<file path="src/hdl/chol_pkg.sv">
/*
 * Shared sizes, bus address map, sequencer states and the handoff records of the
 * Cholesky engine. Every RTL file refers to these by scoped names.
 */
package chol_pkg;

	localparam int MAT_N      = 4; // Rows and columns of the matrix
	localparam int IDX_W      = 2; // Enough bits to index one row or column
	localparam int DATA_W     = 24; // Signed fixed-point word held in the store
	localparam int FRAC_W     = 8; // Values are integers scaled by 256
	localparam int WB_ADR_W   = 6; // Word address
	localparam int WB_DAT_W   = 32;
	localparam int ADR_A_BASE = 0; // A(r,c) sits at base + r*MAT_N + c
	localparam int ADR_L_BASE = 16; // L uses the same layout
	localparam int ADR_CTRL   = 32; // Control on write, status on read
	localparam int SQRT_ITERS = 16; // One result bit per bit pair of a 32 bit radicand
	localparam int DIV_ITERS  = 32; // One quotient bit per cycle

	typedef logic signed [DATA_W-1:0] fix_t;
	typedef fix_t [MAT_N-1:0][MAT_N-1:0] matrix_t; // Indexed [row][col]

	typedef struct packed {
		logic                cyc;
		logic                stb;
		logic                we;
		logic [WB_ADR_W-1:0] adr;
		logic [WB_DAT_W-1:0] dat;
	} wb_req_t;

	typedef struct packed {
		logic                ack;
		logic [WB_DAT_W-1:0] dat;
	} wb_rsp_t;

	typedef enum logic [2:0] {
		IDLE, SQRT, DIV_UPD, DRAIN, DONE, FAIL
	} seq_state_e;

	typedef struct packed {
		logic [IDX_W-1:0] col;
		fix_t             radical; // Updated diagonal A'_jj
	} sqrt_job_t;

	typedef struct packed {
		logic valid; // One cycle pulse per finished job
		logic fail; // Radical was zero or negative
	} sqrt_res_t;

	typedef struct packed {
		logic [IDX_W-1:0] row;
		logic [IDX_W-1:0] col;
		fix_t             dividend; // A'_ij
		fix_t             divisor; // L_jj, always positive
	} div_job_t;

	typedef struct packed {
		logic [IDX_W-1:0] row;
		logic [IDX_W-1:0] col;
		fix_t             lij;
	} upd_job_t;

	typedef struct packed {
		logic             valid;
		logic [IDX_W-1:0] row;
		logic [IDX_W-1:0] col;
		fix_t             value;
	} elem_wr_t;

endpackage

</file>
<file path="src/hdl/chol_wb_slave.sv">
/*
 * Wishbone classic slave of the engine. Decodes A, L and the control word,
 * produces the one cycle ack and keeps the status bits and the irq level.
 */
`timescale 1ns/1ns

module chol_wb_slave (
	input  logic                i,
	input  logic                rst_n,
	input  chol_pkg::wb_req_t   wb_req,
	output chol_pkg::wb_rsp_t   wb_rsp,
	output logic                irq,
	output chol_pkg::elem_wr_t  load_wr,
	output logic                start,
	input  chol_pkg::matrix_t   l_mat,
	input  logic                busy,
	input  logic                done,
	input  logic                fail
);

	logic req; // New access this cycle
	logic done_r, not_pd_r;
	logic [chol_pkg::IDX_W-1:0] row, col;
	logic is_a, is_l, is_ctrl;

	assign req     = wb_req.cyc && wb_req.stb && !wb_rsp.ack; // Ack drops the held strobe
	assign row     = wb_req.adr[2*chol_pkg::IDX_W-1:chol_pkg::IDX_W];
	assign col     = wb_req.adr[chol_pkg::IDX_W-1:0];
	assign is_a    = wb_req.adr[5:4] == 2'(chol_pkg::ADR_A_BASE >> 4);
	assign is_l    = wb_req.adr[5:4] == 2'(chol_pkg::ADR_L_BASE >> 4);
	assign is_ctrl = wb_req.adr == chol_pkg::WB_ADR_W'(chol_pkg::ADR_CTRL);

	always_ff @(posedge i) begin
		if (!rst_n) begin
			wb_rsp.ack    <= 1'b0;
			load_wr.valid <= 1'b0;
			start         <= 1'b0;
		end else begin
			wb_rsp.ack    <= req;
			load_wr.valid <= req && wb_req.we && is_a && !busy; // Loads ignored while running
			start         <= req && wb_req.we && is_ctrl && wb_req.dat[0] && !busy;
		end
	end

	always_ff @(posedge i) begin
		load_wr.row   <= row;
		load_wr.col   <= col;
		load_wr.value <= wb_req.dat[chol_pkg::DATA_W-1:0];
		wb_rsp.dat    <= '0; // A reads back as zero
		if (is_l && col <= row)
			wb_rsp.dat <= chol_pkg::WB_DAT_W'(l_mat[row][col]); // Sign extends the element
		else if (is_ctrl)
			wb_rsp.dat <= {29'b0, not_pd_r, done_r, busy};
	end

	always_ff @(posedge i) begin
		if (!rst_n) begin
			done_r   <= 1'b0;
			not_pd_r <= 1'b0;
			irq      <= 1'b0;
		end else if (start) begin // The sequencer leaves DONE or FAIL on this edge
			done_r   <= 1'b0;
			not_pd_r <= 1'b0;
			irq      <= 1'b0;
		end else begin
			done_r   <= done_r || done;
			not_pd_r <= not_pd_r || fail;
			irq      <= irq || done || fail; // Level until the next start
		end
	end

	// A' only takes host loads while the sequencer is idle
	load_lands_idle: assert property (@(posedge i) disable iff (!rst_n)
		load_wr.valid |-> !busy);

endmodule

</file>
<file path="src/hdl/chol_matrix_store.sv">
/*
 * Register store for the working matrix A' and the result L. A' takes host loads
 * and update results, L takes square roots and quotients and clears on start.
 */
`timescale 1ns/1ns

module chol_matrix_store (
	input  logic               i,
	input  logic               rst_n,
	input  chol_pkg::elem_wr_t load_wr,
	input  logic               clear_l,
	input  chol_pkg::elem_wr_t sqrt_wr,
	input  chol_pkg::elem_wr_t div_wr,
	input  chol_pkg::elem_wr_t upd_wr,
	output chol_pkg::matrix_t  a_mat,
	output chol_pkg::matrix_t  l_mat
);

	// Loads only land while idle and updates only while busy, so they never meet
	always_ff @(posedge i) begin
		if (load_wr.valid)
			a_mat[load_wr.row][load_wr.col] <= load_wr.value;
		if (upd_wr.valid)
			a_mat[upd_wr.row][upd_wr.col] <= upd_wr.value;
	end

	always_ff @(posedge i) begin
		if (!rst_n || clear_l) begin
			l_mat <= '0; // Upper triangle stays zero for good
		end else begin
			if (sqrt_wr.valid)
				l_mat[sqrt_wr.row][sqrt_wr.col] <= sqrt_wr.value; // Diagonal
			if (div_wr.valid)
				l_mat[div_wr.row][div_wr.col] <= div_wr.value; // Below the diagonal
		end
	end

	// The two L producers must never collide on one element
	l_wr_disjoint: assert property (@(posedge i) disable iff (!rst_n)
		(sqrt_wr.valid && div_wr.valid) |->
		(sqrt_wr.row != div_wr.row || sqrt_wr.col != div_wr.col));

	// A finished divide never overwrites a diagonal that a square root owns
	div_below_diag: assert property (@(posedge i) disable iff (!rst_n)
		div_wr.valid |-> div_wr.row > div_wr.col);

endmodule

</file>
<file path="src/hdl/chol_sequencer.sv">
/*
 * Column sequencer. For each column it issues one square root, then one divide
 * per lower row, and drains the update pipe before stepping to the next column.
 */
`timescale 1ns/1ns

module chol_sequencer (
	input  logic                 i,
	input  logic                 rst_n,
	input  logic                 start,
	input  chol_pkg::matrix_t    a_mat,
	input  chol_pkg::matrix_t    l_mat,
	output chol_pkg::sqrt_job_t  sqrt_job,
	output logic                 sqrt_valid,
	input  logic                 sqrt_ready,
	input  chol_pkg::sqrt_res_t  sqrt_res,
	output chol_pkg::div_job_t   div_job,
	output logic                 div_valid,
	input  logic                 div_ready,
	input  logic                 upd_idle,
	output logic                 clear_l,
	output logic                 busy,
	output logic                 done,
	output logic                 fail
);

	chol_pkg::seq_state_e state;
	logic [chol_pkg::IDX_W-1:0] col, row;
	logic sqrt_sent; // Radical of this column already handed over

	localparam logic [chol_pkg::IDX_W-1:0] LAST = chol_pkg::IDX_W'(chol_pkg::MAT_N - 1);

	assign sqrt_valid       = state == chol_pkg::SQRT && !sqrt_sent;
	assign sqrt_job.col     = col;
	assign sqrt_job.radical = a_mat[col][col];
	assign div_valid        = state == chol_pkg::DIV_UPD;
	assign div_job.row      = row;
	assign div_job.col      = col;
	assign div_job.dividend = a_mat[row][col];
	assign div_job.divisor  = l_mat[col][col]; // Written the edge we entered DIV_UPD
	assign busy = state inside {chol_pkg::SQRT, chol_pkg::DIV_UPD, chol_pkg::DRAIN};
	assign done = state == chol_pkg::DONE;
	assign fail = state == chol_pkg::FAIL;
	assign clear_l = start && !busy;

	always_ff @(posedge i) begin
		if (!rst_n) begin
			state     <= chol_pkg::IDLE;
			col       <= '0;
			row       <= '0;
			sqrt_sent <= 1'b0;
		end else begin
			case (state)
				chol_pkg::IDLE, chol_pkg::DONE, chol_pkg::FAIL: begin
					if (start) begin
						state     <= chol_pkg::SQRT;
						col       <= '0;
						sqrt_sent <= 1'b0;
					end
				end
				chol_pkg::SQRT: begin
					if (sqrt_valid && sqrt_ready)
						sqrt_sent <= 1'b1;
					if (sqrt_res.valid) begin
						if (sqrt_res.fail)
							state <= chol_pkg::FAIL; // Not positive definite
						else if (col == LAST)
							state <= chol_pkg::DONE; // Last column has no rows below
						else begin
							state <= chol_pkg::DIV_UPD;
							row   <= col + 1'b1;
						end
					end
				end
				chol_pkg::DIV_UPD: begin
					if (div_ready) begin
						if (row == LAST)
							state <= chol_pkg::DRAIN;
						else
							row <= row + 1'b1;
					end
				end
				chol_pkg::DRAIN: begin
					if (div_ready && upd_idle) begin // Quotients and updates all landed
						state     <= chol_pkg::SQRT;
						col       <= col + 1'b1;
						sqrt_sent <= 1'b0;
					end
				end
				default: state <= chol_pkg::IDLE;
			endcase
		end
	end

	// A root only comes back for a radical this column has handed over
	sqrt_res_expected: assert property (@(posedge i) disable iff (!rst_n)
		sqrt_res.valid |-> (state == chol_pkg::SQRT && sqrt_sent));

endmodule

</file>
<file path="src/hdl/chol_sqrt_stage.sv">
/*
 * Square root of the diagonal, two radicand bits per cycle. Writes
 * floor(sqrt(A'_jj*256)) into L_jj, or reports failure for a radical <= 0.
 */
`timescale 1ns/1ns

module chol_sqrt_stage (
	input  logic                 i,
	input  logic                 rst_n,
	input  chol_pkg::sqrt_job_t  job,
	input  logic                 job_valid,
	output logic                 ready,
	output chol_pkg::sqrt_res_t  res,
	output chol_pkg::elem_wr_t   l_wr
);

	logic        busy, fin;
	logic [4:0]  cnt;
	logic [31:0] rad; // Remaining radicand bits, consumed from the top
	logic [17:0] rem;
	logic [15:0] root;
	logic [chol_pkg::IDX_W-1:0] col;
	logic [17:0] rem_sh, trial;

	assign ready  = !busy && !fin;
	assign rem_sh = {rem[15:0], rad[31:30]};
	assign trial  = {root, 2'b01}; // 4*root + 1

	always_ff @(posedge i) begin
		if (!rst_n) begin
			busy      <= 1'b0;
			fin       <= 1'b0;
			res       <= '0;
			l_wr.valid <= 1'b0;
		end else begin
			res        <= '0;
			l_wr.valid <= 1'b0;
			fin        <= 1'b0;
			if (job_valid && ready) begin
				if (job.radical <= 0)
					res <= '{valid: 1'b1, fail: 1'b1}; // Nothing is computed
				else
					busy <= 1'b1;
			end else if (busy && cnt == 5'(chol_pkg::SQRT_ITERS - 1)) begin
				busy <= 1'b0;
				fin  <= 1'b1;
			end else if (fin) begin
				res        <= '{valid: 1'b1, fail: 1'b0};
				l_wr.valid <= 1'b1;
			end
		end
	end

	always_ff @(posedge i) begin
		if (job_valid && ready) begin
			rad  <= {job.radical, 8'b0}; // Times 256
			rem  <= '0;
			root <= '0;
			cnt  <= '0;
			col  <= job.col;
		end else if (busy) begin
			cnt <= cnt + 1'b1;
			rad <= rad << 2;
			if (rem_sh >= trial) begin
				rem  <= rem_sh - trial;
				root <= {root[14:0], 1'b1};
			end else begin
				rem  <= rem_sh;
				root <= {root[14:0], 1'b0};
			end
		end
		l_wr.row   <= col;
		l_wr.col   <= col;
		l_wr.value <= chol_pkg::DATA_W'(root); // Positive, zero extended
	end

endmodule

</file>
<file path="src/hdl/chol_div_stage.sv">
/*
 * Restoring divider for the off-diagonal elements. Computes A'_ij*256 / L_jj
 * truncated toward zero, writes L_ij and offers it to the update stage.
 */
`timescale 1ns/1ns

module chol_div_stage (
	input  logic                i,
	input  logic                rst_n,
	input  chol_pkg::div_job_t  job,
	input  logic                job_valid,
	output logic                ready,
	output chol_pkg::elem_wr_t  l_wr,
	output chol_pkg::upd_job_t  upd,
	output logic                upd_valid,
	input  logic                upd_ready
);

	logic        busy, fin;
	logic [5:0]  cnt;
	logic [31:0] quo; // Dividend magnitude shifts out as quotient bits shift in
	logic [24:0] rem;
	logic [23:0] dvs;
	logic        neg;
	logic [chol_pkg::IDX_W-1:0] row, col;
	logic signed [31:0] num;
	logic [24:0] rem_sh;
	logic [31:0] quo_s;

	assign ready  = !busy && !fin && !upd_valid; // Held result blocks new work
	assign num    = {job.dividend, 8'b0};
	assign rem_sh = {rem[23:0], quo[31]};
	assign quo_s  = neg ? -quo : quo;

	always_ff @(posedge i) begin
		if (!rst_n) begin
			busy       <= 1'b0;
			fin        <= 1'b0;
			l_wr.valid <= 1'b0;
			upd_valid  <= 1'b0;
		end else begin
			l_wr.valid <= 1'b0;
			fin        <= 1'b0;
			if (job_valid && ready)
				busy <= 1'b1;
			else if (busy && cnt == 6'(chol_pkg::DIV_ITERS - 1)) begin
				busy <= 1'b0;
				fin  <= 1'b1;
			end else if (fin) begin
				l_wr.valid <= 1'b1;
				upd_valid  <= 1'b1; // Same edge as the write into L
			end else if (upd_valid && upd_ready)
				upd_valid <= 1'b0;
		end
	end

	always_ff @(posedge i) begin
		if (job_valid && ready) begin
			quo <= num < 0 ? 32'(-num) : 32'(num);
			neg <= num < 0;
			dvs <= job.divisor;
			rem <= '0;
			cnt <= '0;
			row <= job.row;
			col <= job.col;
		end else if (busy) begin
			cnt <= cnt + 1'b1;
			if (rem_sh >= {1'b0, dvs}) begin
				rem <= rem_sh - {1'b0, dvs};
				quo <= {quo[30:0], 1'b1};
			end else begin
				rem <= rem_sh;
				quo <= {quo[30:0], 1'b0};
			end
		end
		if (fin) begin
			l_wr.row   <= row;
			l_wr.col   <= col;
			l_wr.value <= quo_s[chol_pkg::DATA_W-1:0]; // Wraps to the store width
			upd.row    <= row;
			upd.col    <= col;
			upd.lij    <= quo_s[chol_pkg::DATA_W-1:0];
		end
	end

	// The sequencer only divides by a finished, positive diagonal
	divisor_pos: assert property (@(posedge i) disable iff (!rst_n)
		(job_valid && ready) |-> job.divisor > 0);

endmodule

</file>
<file path="src/hdl/chol_update_stage.sv">
/*
 * Update unit. For one new L_ij it walks k = j+1..i and writes
 * A'_ik - (L_ij*L_kj >>> 8), one element per cycle through a registered multiply.
 */
`timescale 1ns/1ns

module chol_update_stage (
	input  logic                i,
	input  logic                rst_n,
	input  chol_pkg::upd_job_t  job,
	input  logic                job_valid,
	output logic                ready,
	input  chol_pkg::matrix_t   l_mat,
	input  chol_pkg::matrix_t   a_mat,
	output chol_pkg::elem_wr_t  a_wr,
	output logic                idle
);

	logic busy;
	chol_pkg::upd_job_t cur;
	logic [chol_pkg::IDX_W-1:0] k;
	logic signed [2*chol_pkg::DATA_W-1:0] prod;
	logic p_valid;
	logic [chol_pkg::IDX_W-1:0] p_row, p_col;
	chol_pkg::fix_t l_kj;
	logic signed [2*chol_pkg::DATA_W-1:0] prod_sh;

	assign ready   = !busy;
	assign idle    = !busy && !p_valid && !a_wr.valid; // Last write has reached A'
	assign l_kj    = l_mat[k][cur.col]; // L_ij lands in the store on the accept edge
	assign prod_sh = prod >>> chol_pkg::FRAC_W;

	always_ff @(posedge i) begin
		if (!rst_n) begin
			busy       <= 1'b0;
			p_valid    <= 1'b0;
			a_wr.valid <= 1'b0;
		end else begin
			p_valid    <= busy;
			a_wr.valid <= p_valid;
			if (job_valid && ready)
				busy <= 1'b1;
			else if (busy && k == cur.row)
				busy <= 1'b0; // Row i reached
		end
	end

	always_ff @(posedge i) begin
		if (job_valid && ready) begin
			cur <= job;
			k   <= job.col + 1'b1;
		end else if (busy)
			k <= k + 1'b1;
		prod  <= cur.lij * l_kj; // Multiply stage
		p_row <= cur.row;
		p_col <= k;
		a_wr.row   <= p_row; // Subtract stage
		a_wr.col   <= p_col;
		a_wr.value <= a_mat[p_row][p_col] - prod_sh[chol_pkg::DATA_W-1:0];
	end

endmodule

</file>
<file path="src/hdl/chol_top.sv">
/*
 * Top of the Cholesky engine. A host loads A and reads L over Wishbone, the
 * sequencer walks the columns and the three stages do the arithmetic.
 */
`timescale 1ns/1ns

module chol_top (
	input  logic               i,
	input  logic               rst_n,
	input  chol_pkg::wb_req_t  wb_req,
	output chol_pkg::wb_rsp_t  wb_rsp,
	output logic               irq
);

	chol_pkg::elem_wr_t  load_wr, sqrt_wr, div_wr, upd_wr; // Store write ports
	chol_pkg::matrix_t   a_mat, l_mat;
	chol_pkg::sqrt_job_t sqrt_job;
	chol_pkg::sqrt_res_t sqrt_res;
	chol_pkg::div_job_t  div_job;
	chol_pkg::upd_job_t  upd_job;
	logic start, clear_l, busy, done, fail;
	logic sqrt_valid, sqrt_ready, div_valid, div_ready;
	logic upd_valid, upd_ready, upd_idle;

	chol_wb_slave i_wb (.i, .rst_n, .wb_req, .wb_rsp, .irq, .load_wr, .start,
		.l_mat, .busy, .done, .fail);

	chol_matrix_store i_store (.i, .rst_n, .load_wr, .clear_l, .sqrt_wr, .div_wr,
		.upd_wr, .a_mat, .l_mat);

	chol_sequencer i_seq (.i, .rst_n, .start, .a_mat, .l_mat, .sqrt_job, .sqrt_valid,
		.sqrt_ready, .sqrt_res, .div_job, .div_valid, .div_ready, .upd_idle, .clear_l,
		.busy, .done, .fail);

	chol_sqrt_stage i_sqrt (.i, .rst_n, .job(sqrt_job), .job_valid(sqrt_valid),
		.ready(sqrt_ready), .res(sqrt_res), .l_wr(sqrt_wr));

	chol_div_stage i_div (.i, .rst_n, .job(div_job), .job_valid(div_valid),
		.ready(div_ready), .l_wr(div_wr), .upd(upd_job), .upd_valid, .upd_ready);

	chol_update_stage i_upd (.i, .rst_n, .job(upd_job), .job_valid(upd_valid),
		.ready(upd_ready), .l_mat, .a_mat, .a_wr(upd_wr), .idle(upd_idle));

endmodule

</file>
<file path="config.mk">
export PLATFORM = sky130hd
export DESIGN_NAME = chol_top
export DESIGN_NICKNAME = d
export VERILOG_FILES = /design/src/hdl/chol_pkg.sv /design/src/hdl/chol_wb_slave.sv /design/src/hdl/chol_matrix_store.sv /design/src/hdl/chol_sequencer.sv /design/src/hdl/chol_sqrt_stage.sv /design/src/hdl/chol_div_stage.sv /design/src/hdl/chol_update_stage.sv /design/src/hdl/chol_top.sv
export SDC_FILE = /design/constraint.sdc
export NUM_CORES = 2
export LEC_CHECK = 0
export BUFFER_PORTS_ARGS = -buffer_cell sky130_fd_sc_hd__buf_2
export CORE_UTILIZATION = 45
export DETAILED_ROUTE_END_ITERATION = 8
export HOLD_SLACK_MARGIN = 0.03
export PLACE_DENSITY_LB_ADDON = 0.2
export SYNTH_ARGS = -nofsm -noshare
export SYNTH_HDL_FRONTEND = slang
export SYNTH_SLANG_ARGS = --single-unit
export TNS_END_PERCENT = 10
</file>
<file path="constraint.sdc">
create_clock -name i -period 7.95 [get_ports i]
set_clock_uncertainty 0.05 [all_clocks]
set_input_delay 0.795 -clock i [delete_from_list [all_inputs] [get_ports i]]
set_output_delay 0.795 -clock i [all_outputs]
set_load 0.03 [all_outputs]
</file>
==> results.json <==
{
  "syn_avg_cell_area_um2": 9.89,
  "yosysTopAreaCellShare_pct": 27.2,
  "power.internal_w": 0.0111,
  "critical_path_class": "reg2reg",
  "drive_gt1_share_pct": 17.9,
  "drtPass1Iterations": 6,
  "synth_cell_types": 86,
  "multi_input_area_um2": 44700,
  "holdPathEnd": "i_wb.load_wr[18]",
  "gp_congestion": 0.892,
  "synth-simple-area-share_pct": 13.3,
  "overflow": 0,
  "cap_violations": 0,
  "rows": 146,
  "synth_compound_area_share_pct": 8.53,
  "cp-end-kind": "flip-flop",
  "synth_top_area_cell": "dfxtp_1",
  "crit_slowest_cell": "mux4_2",
  "rsz0062_at_grt": "yes",
  "p_leak_nw": 32.0,
  "clk_pin_slew_ns": 0.06,
  "clkSinkCount": 1132,
  "clkLatencyLatePin_ns": 0.80,
  "fp.dieH_um": 404,
  "crit_path_max_fanout": 8,
  "timing.fmax_mhz": 124,
  "pwr-share-seq_pct": 42.7,
  "cts_inserted_buffers": 131,
  "initial_core_util_pct": 45.5,
  "grt.total_usage_pct": 29.0,
  "drt_iter0_drc": 5149,
  "power_w": 0.0159,
  "synth_mux_area_share_pct": 23.0,
  "synth_ff_type": "dfxtp_1",
  "vias": 55800,
  "synthXorXnorAreaFrac_pct": 1.96,
  "worstReg2RegEnd": "i_upd.prod[23]",
  "core_um2": 159000,
  "synth-seq-cells": 1132,
  "cp_num_buf_inv": 12,
  "grt_max_degree": 207,
  "synthesis.nets": 7951,
  "synth.area.top_cells": "dfxtp_1 (27%), mux4_2 (16%), fa_1 (11%), mux2i_1 (6.9%), nand2_1 (6.1%)",
  "die-area_um2": 163000,
  "antenna_found_initial": 3,
  "slew_headroom_pct": 6.65,
  "critical-path-max-stage-delay_ns": 0.62,
  "start_kind": "flip-flop",
  "worstMarginPinSlew_ns": 1.40,
  "ant_nets": 0,
  "hold_ws_ns": 0.0708,
  "syn2layout_area_growth_pct": 12.3,
  "synthesis.instances": 7339,
  "clockPowerShare_pct": 39.1,
  "yosys.area_share.adder_pct": 13.8,
  "peakVddDrop_uv": 243,
  "synth-edff-count": 145,
  "rrSetupSlack_ns": -0.09,
  "wirelength_um": 237000,
  "worst_slack_ns": -0.0943,
  "grt_pass1_vias": 54800,
  "io_buffers": 68,
  "yosysSeqAreaShare_pct": 33.2,
  "violations": "negative setup slack",
  "cts_tree": "done",
  "reg2regPathDepth": 28,
  "drv_slew": 0,
  "period_share_pct": 101,
  "dp_cells": 9203,
  "drc": 0,
  "synth_top_family_by_area": "multiplexers",
  "powerDensity_nw_per_um2": 195,
  "stdcell_count": 9531,
  "ys_warn_count": 0,
  "crit_required_ns": 8.60,
  "regArea_um2": 24100,
  "r2r_start": "i_upd.k[0]",
  "period_needed_ns": 8.04,
  "switching_share_pct": 30.2,
  "netSwitchingPower_w": 0.00481,
  "fin_nets": 7890,
  "final_util_pct": 51.2,
  "finalSetupViolations": 9,
  "hold_start": "wb_req[18]",
  "wl_per_cell_um": 24.8,
  "placed_area_um2": 75600,
  "worstPathArrival_ns": 8.69,
  "outcome": "finished with violations",
  "fin_area_um2": 81500,
  "synthArstFlopShare_pct": 0,
  "fillCellCount": 14500,
  "hold_viol": 0,
  "grt_pass1_wl_um": 353000,
  "ios": 77,
  "cts-root-buf": "clkbuf_16",
  "drt-vias-per-instance": 5.85,
  "cts_max_level": 4,
  "hold_depth": 1,
  "clock_path_buffers": 3,
  "hold_class": "in2reg",
  "dpl.hpwl_um": 154000,
  "synth.cell_area_um2": 72600,
  "cp_top_family": "adder cells",
  "power_frac_comb_pct": 18.2,
  "die_x_um": 404
}
[flip-flops by register name (all words and copies together) (netlist names), 25 cells and up]
name,count
i_store.a_mat,384
i_store.l_mat,384
i_div.quo,32
i_div.l_wr,29
i_upd.a_wr,29
i_wb.load_wr,29
i_upd.cur,28
i_wb.wb_rsp,25
[how the worst max path moves through the flow]
stage	from	endpoint	slack (ns)	cells past startpoint
CTS	i_upd.k[0]	i_upd.prod[23]	-0.17	28
floorplan	i_upd.k[0]	i_upd.prod[24]	-0.01	28
detailed placement	i_upd.k[0]	i_upd.prod[24]	-0.28	29
global placement	i_upd.k[0]	i_upd.prod[22]	-0.25	30
finish	i_upd.k[0]	i_upd.prod[23]	-0.09	28
global route	i_upd.k[0]	i_upd.prod[23]	-0.29	28
[kinds of logic after synthesis]
group | count (synthesis)
AOI/OAI and AO/OA | 1105
and+or+nand+nor | 2190
buffers and inverters | 1160
adders and majority gates | 569
DFF | 1132
xor gates and xnor gates | 161
muxes | 1022
[per-stage QoR]
| step | TNS, ns | worst slack, ns |
|---|---|---|
| after detailed placement | -2.14 | -0.278 |
| final | -0.356 | -0.0943 |
| after global placement | -1.85 | -0.250 |
| after floorplan | -0.0128 | -0.0128 |
| after global routing | -2.69 | -0.291 |
| after CTS | -1.24 | -0.171 |
[worst reg2reg max path: cells and delay by family (launching register included)]
| kind | cells | cell delay (ns) |
|---|---|---|
| AO/OA/AOI/OAI | 4 | 0.92 |
| buffers and inverters | 12 | 1.33 |
| multiplexers | 2 | 1.11 |
| XOR/XNOR | 1 | 0.16 |
| flip-flops | 1 | 0.41 |
| adder cells (fa/ha/maj) | 8 | 3.79 |
| AND/OR/NAND/NOR | 1 | 0.17 |
[layer usage]
layer / track usage, % / up-vias / share of wire [%]
met5: 0 / - / 0
met4: 13.0 / 0 / 4.8
met3: 4.93 / 585 / 8.3
met2: 46.9 / 2475 / 47
met1: 38.0 / 27800 / 40
li1: - / 25000 / -
[cell type report]
type	count	area share, %
Multi-Input combinational cell	5047	54.8
Sequential cell	1132	29.6
Clock buffer	175	4.45
Timing Repair Buffer	411	4.35
Tap cell	2146	3.29
Inverter	555	2.56
Clock inverter	63	0.909
Antenna cell	2	0.00614
[power by group through the flow]
stage | sequential, W | combinational (W) | clock [W]
floorplan | 0.00658 | 0.00240 | 0
global placement | 0.00689 | 0.00283 | 0
detailed placement | 0.00690 | 0.00288 | 0
CTS | 0.00678 | 0.00289 | 0.00629
global route | 0.00685 | 0.00317 | 0.00652
finish | 0.00679 | 0.00289 | 0.00621
[cells in the mapped netlist, drive strengths merged, types with 61 or more instances]
master and count:
nand3 70, edfxtp 145, and2 298, a21oi 638, mux2i 503, buf 154
o21ai 240, xnor2 118, a211oi 61, ha 187, inv 554, nand2 1185
dfxtp 987, clkbuf 451, mux4 512, fa 382, nor2 424
[cell usage in the layout (no fill, tap or decap), drive strengths merged, types with 10 or more instances in the layout]
master	instances
a21oi	638
and2	298
nor4	11
a211oi	61
o22ai	18
xor2	42
a311oi	17
o21a	18
nand3b	10
fa	382
or3	18
dlygate4sd3	15
nand3	70
nor3b	11
inv	564
o31ai	29
buf	393
nand4	12
nor2	424
nor2b	54
clkinv	38
nand2b	21
bufinv	10
dfxtp	987
nor3	39
mux2i	503
edfxtp	145
a21o	18
mux4	512
xnor2	118
nand2	1185
clkbuf	178
and3	13
o21bai	11
ha	187
o21ai	240
[timing repair]
action / CTS / global route
endpoints found under the hold margin: 15 / 0
pin swaps: 26 / 121
setup endpoints to repair: 15 / 15
gates resized for setup: 62 / 118
hold buffers: 15 / 0
gates cloned: 5 / 4
buffers inserted: 26 / 42
(Power assumes the default switching activity.)
